--- src/hdl/sys1_settings.svh ---
// Region limits assume the System-1 download layout; changing them moves ROM writes, not widths
`ifndef SYS1_SETTINGS_SVH
`define SYS1_SETTINGS_SVH

// ############################################################
// Widths
`define SYS1_DL_ADDR_W     25          // Host byte address
`define SYS1_ROM_ADDR_W    23          // Dword address to external memory
`define SYS1_DIP_BYTES     8

// Host file indices
`define SYS1_IDX_ROM       8'd0
`define SYS1_IDX_GAME      8'd1
`define SYS1_IDX_DIP       8'd254

// Game codes
`define SYS1_GAME_TANK     8'd118      // Tank controls
`define SYS1_GAME_DEFAULT  8'd105

// ############################################################
// Download address map, inclusive limits; gaps are filler
`define SYS1_GFX_BASE      25'h000000
`define SYS1_GFX_LIMIT     25'h0BFFFF
`define SYS1_PROG0_BASE    25'h0C0000  // 9A/9B
`define SYS1_PROG0_LIMIT   25'h0CFFFF
`define SYS1_PROG1_BASE    25'h0F0000  // 10A/10B
`define SYS1_PROG1_LIMIT   25'h0F7FFF
`define SYS1_PROG2_BASE    25'h100000  // 7A/7B up to 3A/3B
`define SYS1_PROG2_LIMIT   25'h13FFFF
`define SYS1_AUDIO_BASE    25'h140000
`define SYS1_AUDIO_LIMIT   25'h14BFFF
`define SYS1_CHAR_BASE     25'h14C000
`define SYS1_CHAR_LIMIT    25'h14FFFF

`endif

--- src/hdl/sys1_pkg.sv ---
// Types only; rom_region_t fits 3 bits and game codes are not range checked
package sys1_pkg;

	// ############################################################
	// ROM region of a download write

	// rgn_none marks filler and idle, never a real write
	typedef enum logic [2:0] {
		rgn_none  = 3'd0,
		rgn_gfx   = 3'd1,  // Video ROMs, dword wide
		rgn_prog  = 3'd2,  // CPU ROMs, word wide
		rgn_audio = 3'd3,  // Sound CPU ROMs, byte wide
		rgn_char  = 3'd4   // Alphanumerics ROM, byte wide
	} rom_region_t;

	// ############################################################
	// Game type

	// Plain byte
	// Codes follow the slapstic numbering of the original boards
	// plus 118 for the tank game
	typedef logic [7:0] game_type_t;

endpackage

--- src/hdl/config_capture.sv ---
// DIP bytes beyond index 7 are dropped; the tank flag follows the last game byte only
`include "sys1_settings.svh"

module config_capture
	import sys1_pkg::*;
(
	input  logic                                clk_sys,
	input  logic                                reset,
	input  logic                                ioctl_wr,
	input  logic [7:0]                          ioctl_index,
	input  logic [`SYS1_DL_ADDR_W-1:0]          ioctl_addr,
	input  logic [7:0]                          ioctl_dout,
	output logic [8*`SYS1_DIP_BYTES-1:0]        dip_switches,
	output game_type_t                          game_type,
	output logic                                tank_mode
);

	logic dip_wr;   // Byte for a DIP lane
	logic game_wr;  // Game type byte

	assign dip_wr  = ioctl_wr && (ioctl_index == `SYS1_IDX_DIP) &&
			(ioctl_addr < `SYS1_DIP_BYTES);
	assign game_wr = ioctl_wr && (ioctl_index == `SYS1_IDX_GAME);

	// ############################################################
	// DIP switches, byte n in lane n
	always_ff @(posedge clk_sys) begin
		if (reset) begin
			dip_switches <= '0;
		end else if (dip_wr) begin
			dip_switches[8*ioctl_addr[2:0] +: 8] <= ioctl_dout;
		end
	end

	// Game type and control scheme
	always_ff @(posedge clk_sys) begin
		if (reset) begin
			game_type <= `SYS1_GAME_DEFAULT;
			tank_mode <= (`SYS1_GAME_DEFAULT == `SYS1_GAME_TANK);
		end else if (game_wr) begin
			game_type <= ioctl_dout;
			// Decoded from the incoming byte so it lines up with game_type
			tank_mode <= (ioctl_dout == `SYS1_GAME_TANK);
		end
	end

endmodule

--- src/hdl/key_mapper.sv ---
// Expects one ps2_key toggle per event; keys held across a map change stay set until released
module key_mapper (
	input  logic        clk_sys,
	input  logic        reset,
	input  logic [10:0] ps2_key,
	input  logic        tank_mode,
	output logic [7:0]  key_p1,
	output logic [7:0]  key_p2,
	output logic [7:0]  key_p3,
	output logic [3:0]  key_coin
);

	typedef enum logic {
		map_std  = 1'b0,  // Joystick games
		map_tank = 1'b1   // Twin-track tank
	} key_map_t;

	key_map_t   key_map;
	logic       toggle_q;   // Last seen event toggle
	logic       key_event;
	logic       pressed;
	logic [8:0] key_code;   // Extended flag on top

	assign key_map   = tank_mode ? map_tank : map_std;
	assign key_event = (ps2_key[10] != toggle_q);
	assign pressed   = ps2_key[9];
	assign key_code  = ps2_key[8:0];

	// ############################################################
	// Held key bits
	always_ff @(posedge clk_sys) begin
		if (reset) begin
			toggle_q <= ps2_key[10]; // No event straight out of reset
			key_p1   <= 8'h00;
			key_p2   <= 8'h00;
			key_p3   <= 8'h00;
			key_coin <= 4'h0;
		end else begin
			toggle_q <= ps2_key[10];
			if (key_event && key_map == map_tank) begin
				case (key_code)
					9'h023: key_p1[7]   <= pressed; // R back (D)
					9'h01B: key_p1[6]   <= pressed; // L back (S)
					9'h024: key_p1[5]   <= pressed; // R forward (E)
					9'h01D: key_p1[4]   <= pressed; // L forward (W)
					9'h02D: key_p1[3]   <= pressed; // R thumb (R)
					9'h015: key_p1[2]   <= pressed; // L thumb (Q)
					9'h02B: key_p1[1]   <= pressed; // R trigger (F)
					9'h01C: key_p1[0]   <= pressed; // L trigger (A)
					9'h042: key_p2[7]   <= pressed; // K
					9'h03B: key_p2[6]   <= pressed; // J
					9'h043: key_p2[5]   <= pressed; // I
					9'h03C: key_p2[4]   <= pressed; // U
					9'h044: key_p2[3]   <= pressed; // O
					9'h035: key_p2[2]   <= pressed; // Y
					9'h04B: key_p2[1]   <= pressed; // L
					9'h033: key_p2[0]   <= pressed; // H
					9'h016: key_p3[0]   <= pressed; // P1 start (1)
					9'h01E: key_p3[1]   <= pressed; // P2 start (2)
					9'h02E: key_coin[0] <= pressed; // 5
					9'h036: key_coin[1] <= pressed; // 6
					default: ;
				endcase
			end else if (key_event) begin
				// Arrows match with or without the extended prefix
				casez (key_code)
					9'b?_0111_0101: key_p1[7]   <= pressed; // Up
					9'b?_0111_0010: key_p1[6]   <= pressed; // Down
					9'b?_0110_1011: key_p1[5]   <= pressed; // Left
					9'b?_0111_0100: key_p1[4]   <= pressed; // Right
					9'h014:         key_p1[1]   <= pressed; // Fire (Ctrl)
					9'h011:         key_p1[0]   <= pressed; // Magic (Alt)
					9'h02D:         key_p2[7]   <= pressed; // R
					9'h02B:         key_p2[6]   <= pressed; // F
					9'h023:         key_p2[5]   <= pressed; // D
					9'h034:         key_p2[4]   <= pressed; // G
					9'h01C:         key_p2[1]   <= pressed; // A
					9'h01B:         key_p2[0]   <= pressed; // S
					9'h02E:         key_coin[0] <= pressed; // 5
					9'h036:         key_coin[1] <= pressed; // 6
					9'h03D:         key_coin[2] <= pressed; // 7
					9'h03E:         key_coin[3] <= pressed; // 8
					default: ;
				endcase
			end
		end
	end

	// Key bits move only one cycle after an event
	a_keys_on_event: assert property (@(posedge clk_sys) disable iff (reset)
		!$stable({key_p1, key_p2, key_p3, key_coin}) |-> $past(key_event))
		else $error("FAILED %0t key bits: expected stable, got a change", $time);

endmodule

--- src/hdl/player_ports.sv ---
// All ports active low and registered; joystick bits above 9 are ignored
module player_ports (
	input  logic        clk_sys,
	input  logic        reset,
	input  logic        tank_mode,
	input  logic [7:0]  key_p1,
	input  logic [7:0]  key_p2,
	input  logic [7:0]  key_p3,
	input  logic [3:0]  key_coin,
	input  logic [15:0] joy0,
	input  logic [15:0] joy1,
	input  logic [15:0] joy2,
	input  logic [15:0] joy3,
	input  logic        service,
	output logic [7:0]  port_p1,
	output logic [7:0]  port_p2,
	output logic [7:0]  port_p3,
	output logic [7:0]  port_p4,
	output logic [4:0]  port_sys
);

	logic [3:0] trk0;      // Tracks from joy0
	logic [3:0] trk1;      // Tracks from joy1
	logic [7:0] p1_next;
	logic [7:0] p2_next;
	logic [7:0] p3_next;
	logic [7:0] p4_next;
	logic [4:0] sys_next;

	// ############################################################
	// Stick to tracks, dir is {up, down, left, right}
	// Result is {r_back, l_back, r_fwd, l_fwd}, matching port bits 7..4
	function automatic logic [3:0] tank_tracks(input logic [3:0] dir);
		case (dir)
			4'b1000: return 4'b0011; // Up, both forward
			4'b0100: return 4'b1100; // Down, both back
			4'b0010: return 4'b0110; // Left, spin
			4'b0001: return 4'b1001; // Right, spin
			4'b1010: return 4'b0010; // Up left
			4'b1001: return 4'b0001; // Up right
			4'b0110: return 4'b1000; // Down left
			4'b0101: return 4'b0100; // Down right
			default: return 4'b0000;
		endcase
	endfunction

	assign trk0 = tank_tracks(joy0[3:0]);
	assign trk1 = tank_tracks(joy1[3:0]);

	// Port composition
	always_comb begin
		if (tank_mode) begin
			p1_next = ~(key_p1 | {trk0, joy0[7:4]});
			p2_next = ~(key_p2 | {trk1, joy1[7:4]});
			p3_next = ~(key_p3 | {6'b00_0000, joy1[9], joy0[9]}); // Start buttons
			p4_next = ~8'h00; // No keys map here
		end else begin
			// Directions high, buttons low
			p1_next = ~(key_p1 | {joy0[3:0], joy0[7:4]});
			p2_next = ~(key_p2 | {joy1[3:0], joy1[7:4]});
			p3_next = ~(key_p3 | {joy2[3:0], joy2[7:4]});
			p4_next = ~{joy3[3:0], joy3[7:4]};
		end
		sys_next = ~{service,
				key_coin[0] | joy0[8],
				key_coin[1] | joy1[8],
				key_coin[2] | joy2[8],
				key_coin[3] | joy3[8]};
	end

	// ############################################################
	// Output registers, idle is all ones
	always_ff @(posedge clk_sys) begin
		if (reset) begin
			port_p1  <= 8'hFF;
			port_p2  <= 8'hFF;
			port_p3  <= 8'hFF;
			port_p4  <= 8'hFF;
			port_sys <= 5'h1F;
		end else begin
			port_p1  <= p1_next;
			port_p2  <= p2_next;
			port_p3  <= p3_next;
			port_p4  <= p4_next;
			port_sys <= sys_next;
		end
	end

	// Inactive ports seen by the game right after reset
	a_ports_idle: assert property (@(posedge clk_sys)
		reset |=> (port_p1 == 8'hFF && port_p2 == 8'hFF && port_p3 == 8'hFF &&
			port_p4 == 8'hFF && port_sys == 5'h1F))
		else $error("FAILED %0t ports: expected all ones after reset", $time);

endmodule

--- src/hdl/rom_download_assembler.sv ---
// Assumes file 0 arrives in ascending address order; bytes of one unit must not be interleaved
`include "sys1_settings.svh"

module rom_download_assembler
	import sys1_pkg::*;
(
	input  logic                        clk_sys,
	input  logic                        reset,
	input  logic                        ioctl_download,
	input  logic                        ioctl_wr,
	input  logic [7:0]                  ioctl_index,
	input  logic [`SYS1_DL_ADDR_W-1:0]  ioctl_addr,
	input  logic [7:0]                  ioctl_dout,
	output logic                        rom_we,
	output logic [`SYS1_ROM_ADDR_W-1:0] rom_addr,
	output logic [31:0]                 rom_data,
	output rom_region_t                 rom_region
);

	rom_region_t byte_region;     // Region of current byte
	logic        rom_byte;        // Valid byte of file 0
	logic        unit_done;       // Byte closes a unit
	logic [23:0] acc_bytes;       // Last three bytes, newest low
	logic [31:0] unit_data;

	function automatic logic in_range(
		input logic [`SYS1_DL_ADDR_W-1:0] addr,
		input logic [`SYS1_DL_ADDR_W-1:0] base,
		input logic [`SYS1_DL_ADDR_W-1:0] limit
	);
		return (addr >= base) && (addr <= limit);
	endfunction

	// ############################################################
	// Address decode
	always_comb begin
		byte_region = rgn_none; // Filler by default
		if (in_range(ioctl_addr, `SYS1_GFX_BASE, `SYS1_GFX_LIMIT)) begin
			byte_region = rgn_gfx;
		end else if (in_range(ioctl_addr, `SYS1_PROG0_BASE, `SYS1_PROG0_LIMIT) ||
				in_range(ioctl_addr, `SYS1_PROG1_BASE, `SYS1_PROG1_LIMIT) ||
				in_range(ioctl_addr, `SYS1_PROG2_BASE, `SYS1_PROG2_LIMIT)) begin
			byte_region = rgn_prog;
		end else if (in_range(ioctl_addr, `SYS1_AUDIO_BASE, `SYS1_AUDIO_LIMIT)) begin
			byte_region = rgn_audio;
		end else if (in_range(ioctl_addr, `SYS1_CHAR_BASE, `SYS1_CHAR_LIMIT)) begin
			byte_region = rgn_char;
		end
	end

	assign rom_byte = ioctl_wr && ioctl_download && (ioctl_index == `SYS1_IDX_ROM);

	// Unit completion and packing, first byte in the high lane
	always_comb begin
		unit_done = 1'b0;
		unit_data = {acc_bytes, ioctl_dout};
		case (byte_region)
			rgn_gfx: begin
				unit_done = (ioctl_addr[1:0] == 2'b11); // Fourth byte of dword
			end
			rgn_prog: begin
				unit_done = ioctl_addr[0];               // Odd byte closes word
				unit_data = {16'h0000, acc_bytes[7:0], ioctl_dout};
			end
			rgn_audio, rgn_char: begin
				unit_done = 1'b1;
				unit_data = {24'h00_0000, ioctl_dout};
			end
			default: unit_done = 1'b0;
		endcase
	end

	// ############################################################
	// Registers
	always_ff @(posedge clk_sys) begin
		if (reset) begin
			rom_we     <= 1'b0;
			rom_region <= rgn_none;
		end else begin
			rom_we <= rom_byte && unit_done; // One-cycle strobe
			if (rom_byte && unit_done)
				rom_region <= byte_region;
		end
	end

	always_ff @(posedge clk_sys) begin
		if (rom_byte)
			acc_bytes <= {acc_bytes[15:0], ioctl_dout}; // Filler shifts too
		if (rom_byte && unit_done) begin
			rom_addr <= ioctl_addr[`SYS1_DL_ADDR_W-1:2];
			rom_data <= unit_data;
		end
	end

	// Strobe always carries a real region
	a_we_region: assert property (@(posedge clk_sys) disable iff (reset)
		rom_we |-> (rom_region != rgn_none))
		else $error("FAILED %0t rom_region: expected a ROM, got rgn_none", $time);

	// Word and dword units need at least two bytes, so never back to back
	a_we_spacing: assert property (@(posedge clk_sys) disable iff (reset)
		rom_we && (rom_region == rgn_gfx || rom_region == rgn_prog)
		|=> !(rom_we && rom_region == $past(rom_region)))
		else $error("FAILED %0t rom_we: expected 0, got 1", $time);

endmodule

--- src/hdl/sys1_input_top.sv ---
// Single clock domain; rom_we replaces the SDRAM write and has no ready or wait
`include "sys1_settings.svh"

module sys1_input_top
	import sys1_pkg::*;
(
	input  logic                         clk_sys,
	input  logic                         reset,
	// Host download
	input  logic                         ioctl_download,
	input  logic                         ioctl_wr,
	input  logic [7:0]                   ioctl_index,
	input  logic [`SYS1_DL_ADDR_W-1:0]   ioctl_addr,
	input  logic [7:0]                   ioctl_dout,
	// Controls
	input  logic [10:0]                  ps2_key,
	input  logic [15:0]                  joy0,
	input  logic [15:0]                  joy1,
	input  logic [15:0]                  joy2,
	input  logic [15:0]                  joy3,
	input  logic                         service,
	// ROM writes
	output logic                         rom_we,
	output logic [`SYS1_ROM_ADDR_W-1:0]  rom_addr,
	output logic [31:0]                  rom_data,
	output rom_region_t                  rom_region,
	// Configuration
	output logic [8*`SYS1_DIP_BYTES-1:0] dip_switches,
	output game_type_t                   game_type,
	// Game ports, active low
	output logic [7:0]                   port_p1,
	output logic [7:0]                   port_p2,
	output logic [7:0]                   port_p3,
	output logic [7:0]                   port_p4,
	output logic [4:0]                   port_sys
);

	logic       tank_mode;
	logic [7:0] key_p1;
	logic [7:0] key_p2;
	logic [7:0] key_p3;
	logic [3:0] key_coin;

	// ############################################################
	rom_download_assembler u_rom_dl (
		.clk_sys(clk_sys), .reset(reset),
		.ioctl_download(ioctl_download), .ioctl_wr(ioctl_wr),
		.ioctl_index(ioctl_index), .ioctl_addr(ioctl_addr), .ioctl_dout(ioctl_dout),
		.rom_we(rom_we), .rom_addr(rom_addr), .rom_data(rom_data), .rom_region(rom_region)
	);

	config_capture u_config (
		.clk_sys(clk_sys), .reset(reset), .ioctl_wr(ioctl_wr),
		.ioctl_index(ioctl_index), .ioctl_addr(ioctl_addr), .ioctl_dout(ioctl_dout),
		.dip_switches(dip_switches), .game_type(game_type), .tank_mode(tank_mode)
	);

	key_mapper u_keys (
		.clk_sys(clk_sys), .reset(reset), .ps2_key(ps2_key), .tank_mode(tank_mode),
		.key_p1(key_p1), .key_p2(key_p2), .key_p3(key_p3), .key_coin(key_coin)
	);

	player_ports u_ports (
		.clk_sys(clk_sys), .reset(reset), .tank_mode(tank_mode),
		.key_p1(key_p1), .key_p2(key_p2), .key_p3(key_p3), .key_coin(key_coin),
		.joy0(joy0), .joy1(joy1), .joy2(joy2), .joy3(joy3), .service(service),
		.port_p1(port_p1), .port_p2(port_p2), .port_p3(port_p3), .port_p4(port_p4),
		.port_sys(port_sys)
	);

endmodule

--- config.mk ---
export PLATFORM = sky130hd
export DESIGN_NAME = sys1_input_top
export DESIGN_NICKNAME = d
export VERILOG_FILES = /design/src/hdl/sys1_pkg.sv /design/src/hdl/config_capture.sv /design/src/hdl/key_mapper.sv /design/src/hdl/player_ports.sv /design/src/hdl/rom_download_assembler.sv /design/src/hdl/sys1_input_top.sv
export VERILOG_INCLUDE_DIRS = /design/src /design/src/hdl
export SDC_FILE = /design/constraint.sdc
export NUM_CORES = 1
export LEC_CHECK = 0
export BUFFER_PORTS_ARGS = -buffer_cell sky130_fd_sc_hd__buf_2
export CORE_MARGIN = 2
export CORE_UTILIZATION = 50
export DETAILED_ROUTE_END_ITERATION = 7
export PLACE_DENSITY = 0.8
export SYNTH_ARGS = -nofsm -noshare
export SYNTH_HDL_FRONTEND = slang
export SYNTH_SLANG_ARGS = --single-unit
--- constraint.sdc ---
create_clock -name clk_sys -period 7 [get_ports clk_sys]
set_input_delay 2.1 -clock clk_sys [delete_from_list [all_inputs] [get_ports clk_sys]]
set_output_delay 2.1 -clock clk_sys [all_outputs]
set_load 0.01 [all_outputs]
==> results_dict.tcl, run 1 <==
set metrics [dict create \
    holdPathStages 0 \
    post-route-drc-count 0 \
    overflow 0 \
    ctsResizeCount 0 \
    pre_cts_slack_ns 1.57 \
    dieArea_sq_um 17400 \
    min_period_ns 5.04 \
    grt_pass1_wl_microns 32800 \
    reg2reg_slack_ns 4.14 \
    routedWlPerCell_microns 16.7 \
    port_buffers 262 \
    io_pins 289 \
    worstPathArrival_ns 5.22 \
    die_y_microns 132 \
    fmax_ghz 0.198 \
    peakVddDrop_uv 188 \
    routabilityCongestion 0.876 \
    reg2reg_depth 6 \
    crit_path_max_fanout 46 \
    p_leak_nw 4.32 \
    syn_area_sq_um 8200 \
    worstPathRequired_ns 7.18 \
    max-slew-margin-rel_pct 33.5 \
    syn-num-nets 888 \
    crit_type "in2reg" \
    grt_pass1_vias 6243 \
    grt_max_degree 53 \
    fin_crit_sh_pct 72.0 \
    cp-start-kind "input pin" \
    synth-seq-area-share_pct 62.4 \
    routed_wl_microns 21000 \
    drt_iter0_drc 515 \
    setup_ws_ns 1.96 \
    start_util_pct 51.4 \
    drive_gt1_share_pct 31.5 \
    cts_tree "yes" \
    clk_path_buf_depth 3 \
    powerDensity_nw_per_um2 250 \
    stdcell_area_sq_um 10400 \
    cts_num_sinks 216 \
    whs_endpoint "u_rom_dl.acc_bytes[12]$_DFFE_PP_" \
    core-area_sq_um 15900 \
    async_reset_ff_share_pct 0 \
    r2r-end "u_keys.key_p1[0]$_SDFFE_PP0P_" \
    synth_warnings 0 \
    cap_violations 0 \
    total_power_mw 2.60 \
    r2r_start "u_config.tank_mode$_SDFFE_PP0P_" \
    antenna_found_initial 0 \
    drtAntennaViolNets 0 \
    hold_class "reg2reg" \
    clk_pin_slew_ns 0.06 \
    worst_pin_slew_ns 0.990 \
    synth_cell_types 57 \
    num_vias 6655 \
    synth-edff-count 79 \
    fill_cells 1282 \
    final_nets 1145 \
    cp-end-kind "register" \
    firstDrtPassIters 5 \
    cts_buffers 22 \
    cts_setup_buffers 0 \
    finalNonFillerCells 1253 \
    via_per_inst 5.31 \
    num_rows 46 \
    synth_seq_cells 216 \
    place_area_sq_um 9690 \
    worstHoldStart "u_rom_dl.acc_bytes[4]$_DFFE_PP_" \
    dp_hpwl_microns 14800 \
    syn_area_per_cell_sq_um 10.7 \
    skew_ns 0.00809 \
    tns_ns 0 \
    placed_cells 1213 \
    rsz0062_at_grt "false" \
    grt_use_total_pct 23.1 \
    cts_root_buffer "clkbuf_16" \
    clk_latency_ns 0.49 \
    synth-main-ff-cell "dfxtp_1" \
    finalHoldViolations 0 \
    n_antenna_cell 0 \
    postCtsHoldBufs 0 \
    setup_viol_count_final 0 \
    synth_cells 764 \
    drv_slew 0 \
    syn2layout_area_growth_pct 27.0 \
    outcome "completed" \
    htreeDepth 1 \
    die_w_microns 132 \
]
## stage by stage
| step | hold slack (ns) | util [%] |
|---|---|---|
| global route | 0.448 | 65.3 |
| floorplan | 0.415 | - |
| CTS | 0.430 | 65.3 |
| global placement | 0.420 | 60.8 |
| detailed placement | 0.423 | 60.8 |
| finish | 0.442 | 65.3 |
## layer usage
metal | share of wire [%] | GRT usage [%] | vias up
li1 | - | - | 3222
met1 | 42 | 30.1 | 3132
met2 | 48 | 37.5 | 257
met3 | 7.7 | 5.96 | 44
met4 | 2.7 | 8.09 | 0
met5 | 0 | 0 | -
## synth_stat cells, types with 3 or more instances
cell type | count | area share, %
and3_1 | 3 | 0.23
nor2_1 | 70 | 3.2
nor3_1 | 12 | 0.73
and2_1 | 17 | 1.3
or2_2 | 7 | 0.53
clkbuf_1 | 30 | 1.4
nand3_1 | 39 | 2.4
nand4_1 | 12 | 0.92
ha_1 | 3 | 0.46
mux2i_1 | 41 | 5.0
nand4b_1 | 6 | 0.64
mux2_2 | 5 | 0.69
o21ai_0 | 32 | 2.0
a22oi_1 | 3 | 0.27
nor4b_1 | 3 | 0.32
a31oi_1 | 3 | 0.23
nor2b_1 | 22 | 1.7
nor4_1 | 7 | 0.53
dfxtp_1 | 137 | 33
edfxtp_1 | 79 | 29
inv_1 | 8 | 0.37
a21oi_1 | 55 | 3.4
nand2b_1 | 11 | 0.84
or3_1 | 18 | 1.4
buf_2 | 3 | 0.18
nand2_1 | 97 | 4.4
## flip-flops by register name, summed over array words and instances (netlist names), 3 cells and up
name                   cells
u_config.dip_switches     64
u_config.game_type         8
u_keys.key_coin            4
u_keys.key_p1              8
u_keys.key_p2              8
u_ports.port_p1            8
u_ports.port_p2            8
u_ports.port_p3            8
u_ports.port_p4            8
u_ports.port_sys           5
u_rom_dl.acc_bytes        24
u_rom_dl.rom_addr         23
u_rom_dl.rom_data         32
u_rom_dl.rom_region        3
## cells in the final DEF (no fill, tap or decap), drive strengths merged, types with 4 or more instances in the layout
cell / n
buf: 267
dfxtp: 137
nand2: 98
edfxtp: 79
nor2: 70
a21oi: 55
mux2i: 41
nand3: 40
o21ai: 32
clkbuf: 27
nor2b: 22
or3: 18
and2: 17
nand4: 13
nor3: 12
nand2b: 11
nor4: 10
inv: 9
or2: 9
clkinv: 8
nand4b: 6
mux2: 5
clkinvlp: 4
## logic make-up after synthesis
group,Yosys count,share of synthesized area (%)
multiplexers,46,5.69
AO/OA/AOI/OAI,107,7.30
adder cells (fa/ha/maj),3,0.458
AND/OR/NAND/NOR,345,21.8
XOR/XNOR,3,0.321
buffers and inverters,44,2.06
flip-flops,216,62.4
## worst max-delay path by stage
stage,startpoint,to
CTS,ioctl_addr[0],u_rom_dl.rom_data[19]$_SDFFCE_PN0P_
global placement,ioctl_addr[0],u_rom_dl.rom_data[22]$_SDFFCE_PN0P_
finish,ioctl_addr[0],u_rom_dl.rom_data[20]$_SDFFCE_PN0P_
floorplan,ioctl_index[1],u_rom_dl.rom_addr[0]$_DFFE_PP_
global route,ioctl_addr[0],u_rom_dl.rom_data[11]$_DFFE_PP_
detailed placement,ioctl_addr[0],u_rom_dl.rom_data[30]$_SDFFCE_PN0P_
## worst max-delay path, cell delays in order
cell and delay (ns):
buf_2 0.22, ha_1 0.30, nand4b_1 0.20, nor4_1 0.56, a2111oi_2 0.16, buf_4 0.21, a311o_1 0.26, o21ai_0 0.55
inv_2 0.25, buf_4 0.37
## layout make-up
class                   count  area, sq um  area share (%)
well taps                 216          270            2.60
inverters                  10         37.5           0.361
clock buffers              27          601            5.77
multi-input cells         504         2920            28.0
clock inverters            13          120            1.15
flip-flops and latches    216         5110            49.1
repair buffers            267         1350            13.0
## where the power goes
part	switching, mW	internal [mW]	leakage [nW]
registers	0.00272	1.31	1.83
clock network	0.474	0.684	0.348
logic	0.0861	0.0462	2.15
Power figures use the tool's default switching activity.
==> run 2: changes to the inputs <==
==> constraint.sdc (replaced) <==
create_clock -name clk_sys -period 5 [get_ports clk_sys]
set_input_delay 1.5 -clock clk_sys [delete_from_list [all_inputs] [get_ports clk_sys]]
set_output_delay 1.5 -clock clk_sys [all_outputs]
set_load 0.01 [all_outputs]
==> results_dict.tcl, run 2 (synthesis gave the netlist of run 1 again) <==
set metrics [dict create \
    fin_crit_sh_pct 76.9 \
    worstPathArrival_ns 4.09 \
    clk_path_buf_depth 3 \
    drive_gt1_share_pct 31.6 \
    n_antenna_cell 0 \
    reg2reg_depth 6 \
    finalHoldViolations 0 \
    cp-end-kind "register" \
    finalNonFillerCells 1256 \
    top_register "u_config.dip_switches" \
    tns_ns 0 \
    routed_wl_microns 21200 \
    syn2layout_area_growth_pct 27.5 \
    firstDrtPassIters 5 \
    crit_chain "buf_2, ha_1, nand4b_1, nor4_1, a2111oi_2, buf_4, a311o_1, o21ai_0, inv_2, buf_12" \
    num_rows 46 \
    rsz0062_at_grt "false" \
    crit_path_max_fanout 22 \
    htreeDepth 1 \
    top_regs "u_config.dip_switches x64, u_rom_dl.rom_data x32, u_rom_dl.acc_bytes x24" \
    clk_latency_ns 0.50 \
    grt_max_degree 61 \
    peakVddDrop_uv 268 \
    ctsResizeCount 0 \
    fmax_ghz 0.260 \
    cap_violations 0 \
    core-area_sq_um 15900 \
    num_vias 6721 \
    cp-startpoint "ioctl_addr[1]" \
    grt_use_total_pct 23.2 \
    dieArea_sq_um 17400 \
    setup_viol_count_final 0 \
    min_period_ns 3.85 \
    worstPathRequired_ns 5.24 \
    final_common_cell "buf_2" \
    clk_pin_slew_ns 0.06 \
    die_w_microns 132 \
    total_power_mw 3.63 \
    outcome "completed" \
    die_y_microns 132 \
    largest_reg_flops 64 \
    antenna_found_initial 0 \
    via_per_inst 5.35 \
    cts_root_buffer "clkbuf_16" \
    powerDensity_nw_per_um2 347 \
    p_leak_nw 4.35 \
    setup_ws_ns 1.15 \
    skew_ns 0.0132 \
    slowest_stage "nor4_1" \
    overflow 0 \
    r2r-end "u_keys.key_p1[0]$_SDFFE_PP0P_" \
    crit_type "in2reg" \
    cts_setup_buffers 0 \
    cts_buffers 23 \
    cts_num_sinks 216 \
    placed_cells 1215 \
    worst_pin_slew_ns 0.941 \
    reg2reg_slack_ns 2.16 \
    crit_family "buffers and inverters" \
    cp-start-kind "input pin" \
    hold_class "reg2reg" \
    cts_tree "yes" \
    drv_slew 0 \
    grt_pass1_vias 6301 \
    critPathCapture "u_rom_dl.rom_data[22]$_SDFFCE_PN0P_" \
    port_buffers 262 \
    grt_pass1_wl_microns 32900 \
    max-slew-margin-rel_pct 36.9 \
    start_util_pct 51.4 \
    r2r_start "u_config.tank_mode$_SDFFE_PP0P_" \
    routedWlPerCell_microns 16.8 \
    routabilityCongestion 0.853 \
    max_stage_delay_ns 0.62 \
    pre_cts_slack_ns 0.815 \
    final_nets 1148 \
    post-route-drc-count 0 \
    critPathBufInv 4 \
    drt_iter0_drc 534 \
    dp_hpwl_microns 14800 \
    postCtsHoldBufs 0 \
    mostFrequentLayoutCells "262 x buf_2, 137 x dfxtp_1, 97 x nand2_1, 79 x edfxtp_1, 70 x nor2_1" \
    drtAntennaViolNets 0 \
    path_depth 10 \
    io_pins 289 \
]
## run 2: changes by cell type in the layout (fill, tap and decap cells not counted), moves of 2 or more
cell / previous run / this run
bufinv_16: 2 / 0
clkinvlp_2: 3 / 0
clkbuf_8: 1 / 4
clkbuf_1: 3 / 5
buf_12: 0 / 2
## run 2: per-layer routing
metal,GRT usage (%),vias to the layer above,wire (microns)
met5,0,-,0
met4,7.79,0,592
met3,5.19,52,1710
li1,-,3231,-
met1,30.1,3157,8890
met2,38.8,281,9960
## run 2: area by class of cell
class,count,area [sq um]
multi-input cells,504,2920
well taps,216,270
flip-flops and latches,216,5110
fillers,1260,5490
repair buffers,269,1390
clock buffers,35,687
inverters,10,37.5
clock inverters,6,36.3
## run 2: how the worst min path moves through the flow
| stage | cells after the start | to | slack (ns) | start |
|---|---|---|---|---|
| finish | 1 | u_ports.port_p2[0]$_SDFF_PP1_ | 0.44 | u_keys.key_p2[0]$_SDFFE_PP0P_ |
| global route | 0 | u_rom_dl.acc_bytes[12]$_DFFE_PP_ | 0.45 | u_rom_dl.acc_bytes[4]$_DFFE_PP_ |
| CTS | 0 | u_rom_dl.acc_bytes[15]$_DFFE_PP_ | 0.44 | u_rom_dl.acc_bytes[7]$_DFFE_PP_ |
| detailed placement | 0 | u_rom_dl.acc_bytes[15]$_DFFE_PP_ | 0.43 | u_rom_dl.acc_bytes[7]$_DFFE_PP_ |
| global placement | 0 | u_rom_dl.acc_bytes[12]$_DFFE_PP_ | 0.42 | u_rom_dl.acc_bytes[4]$_DFFE_PP_ |
| floorplan | 1 | u_ports.port_p2[3]$_SDFF_PP1_ | 0.42 | u_keys.key_p2[3]$_SDFFE_PP0P_ |
## run 2: worst reg2reg max path, delay by kind of cell, from the launching register on
family          cells  cell delay, ns
compound gates      1            0.21
simple gates        3            0.96
mux                 1            0.21
flops               1            0.84
buf+inv             1            0.49
## run 2: where the power goes
group | internal, mW | total [mW] | switching, mW
clock network | 0.948 | 1.61 | 0.660
registers | 1.83 | 1.84 | 0.00399
logic | 0.0647 | 0.186 | 0.121
total | 2.84 | 3.63 | 0.785
## run 2: stage by stage
stage          cell area [sq um]  utilization [%]  hold slack (ns)
3_3_place_gp                9730             61.0            0.420
5_1_grt                    10500             65.6            0.450
4_1_cts                    10500             65.6            0.440
2_1_floorplan               8200                -            0.415
6_report                   10500             65.6            0.438
3_5_place_dp                9730             61.0            0.425
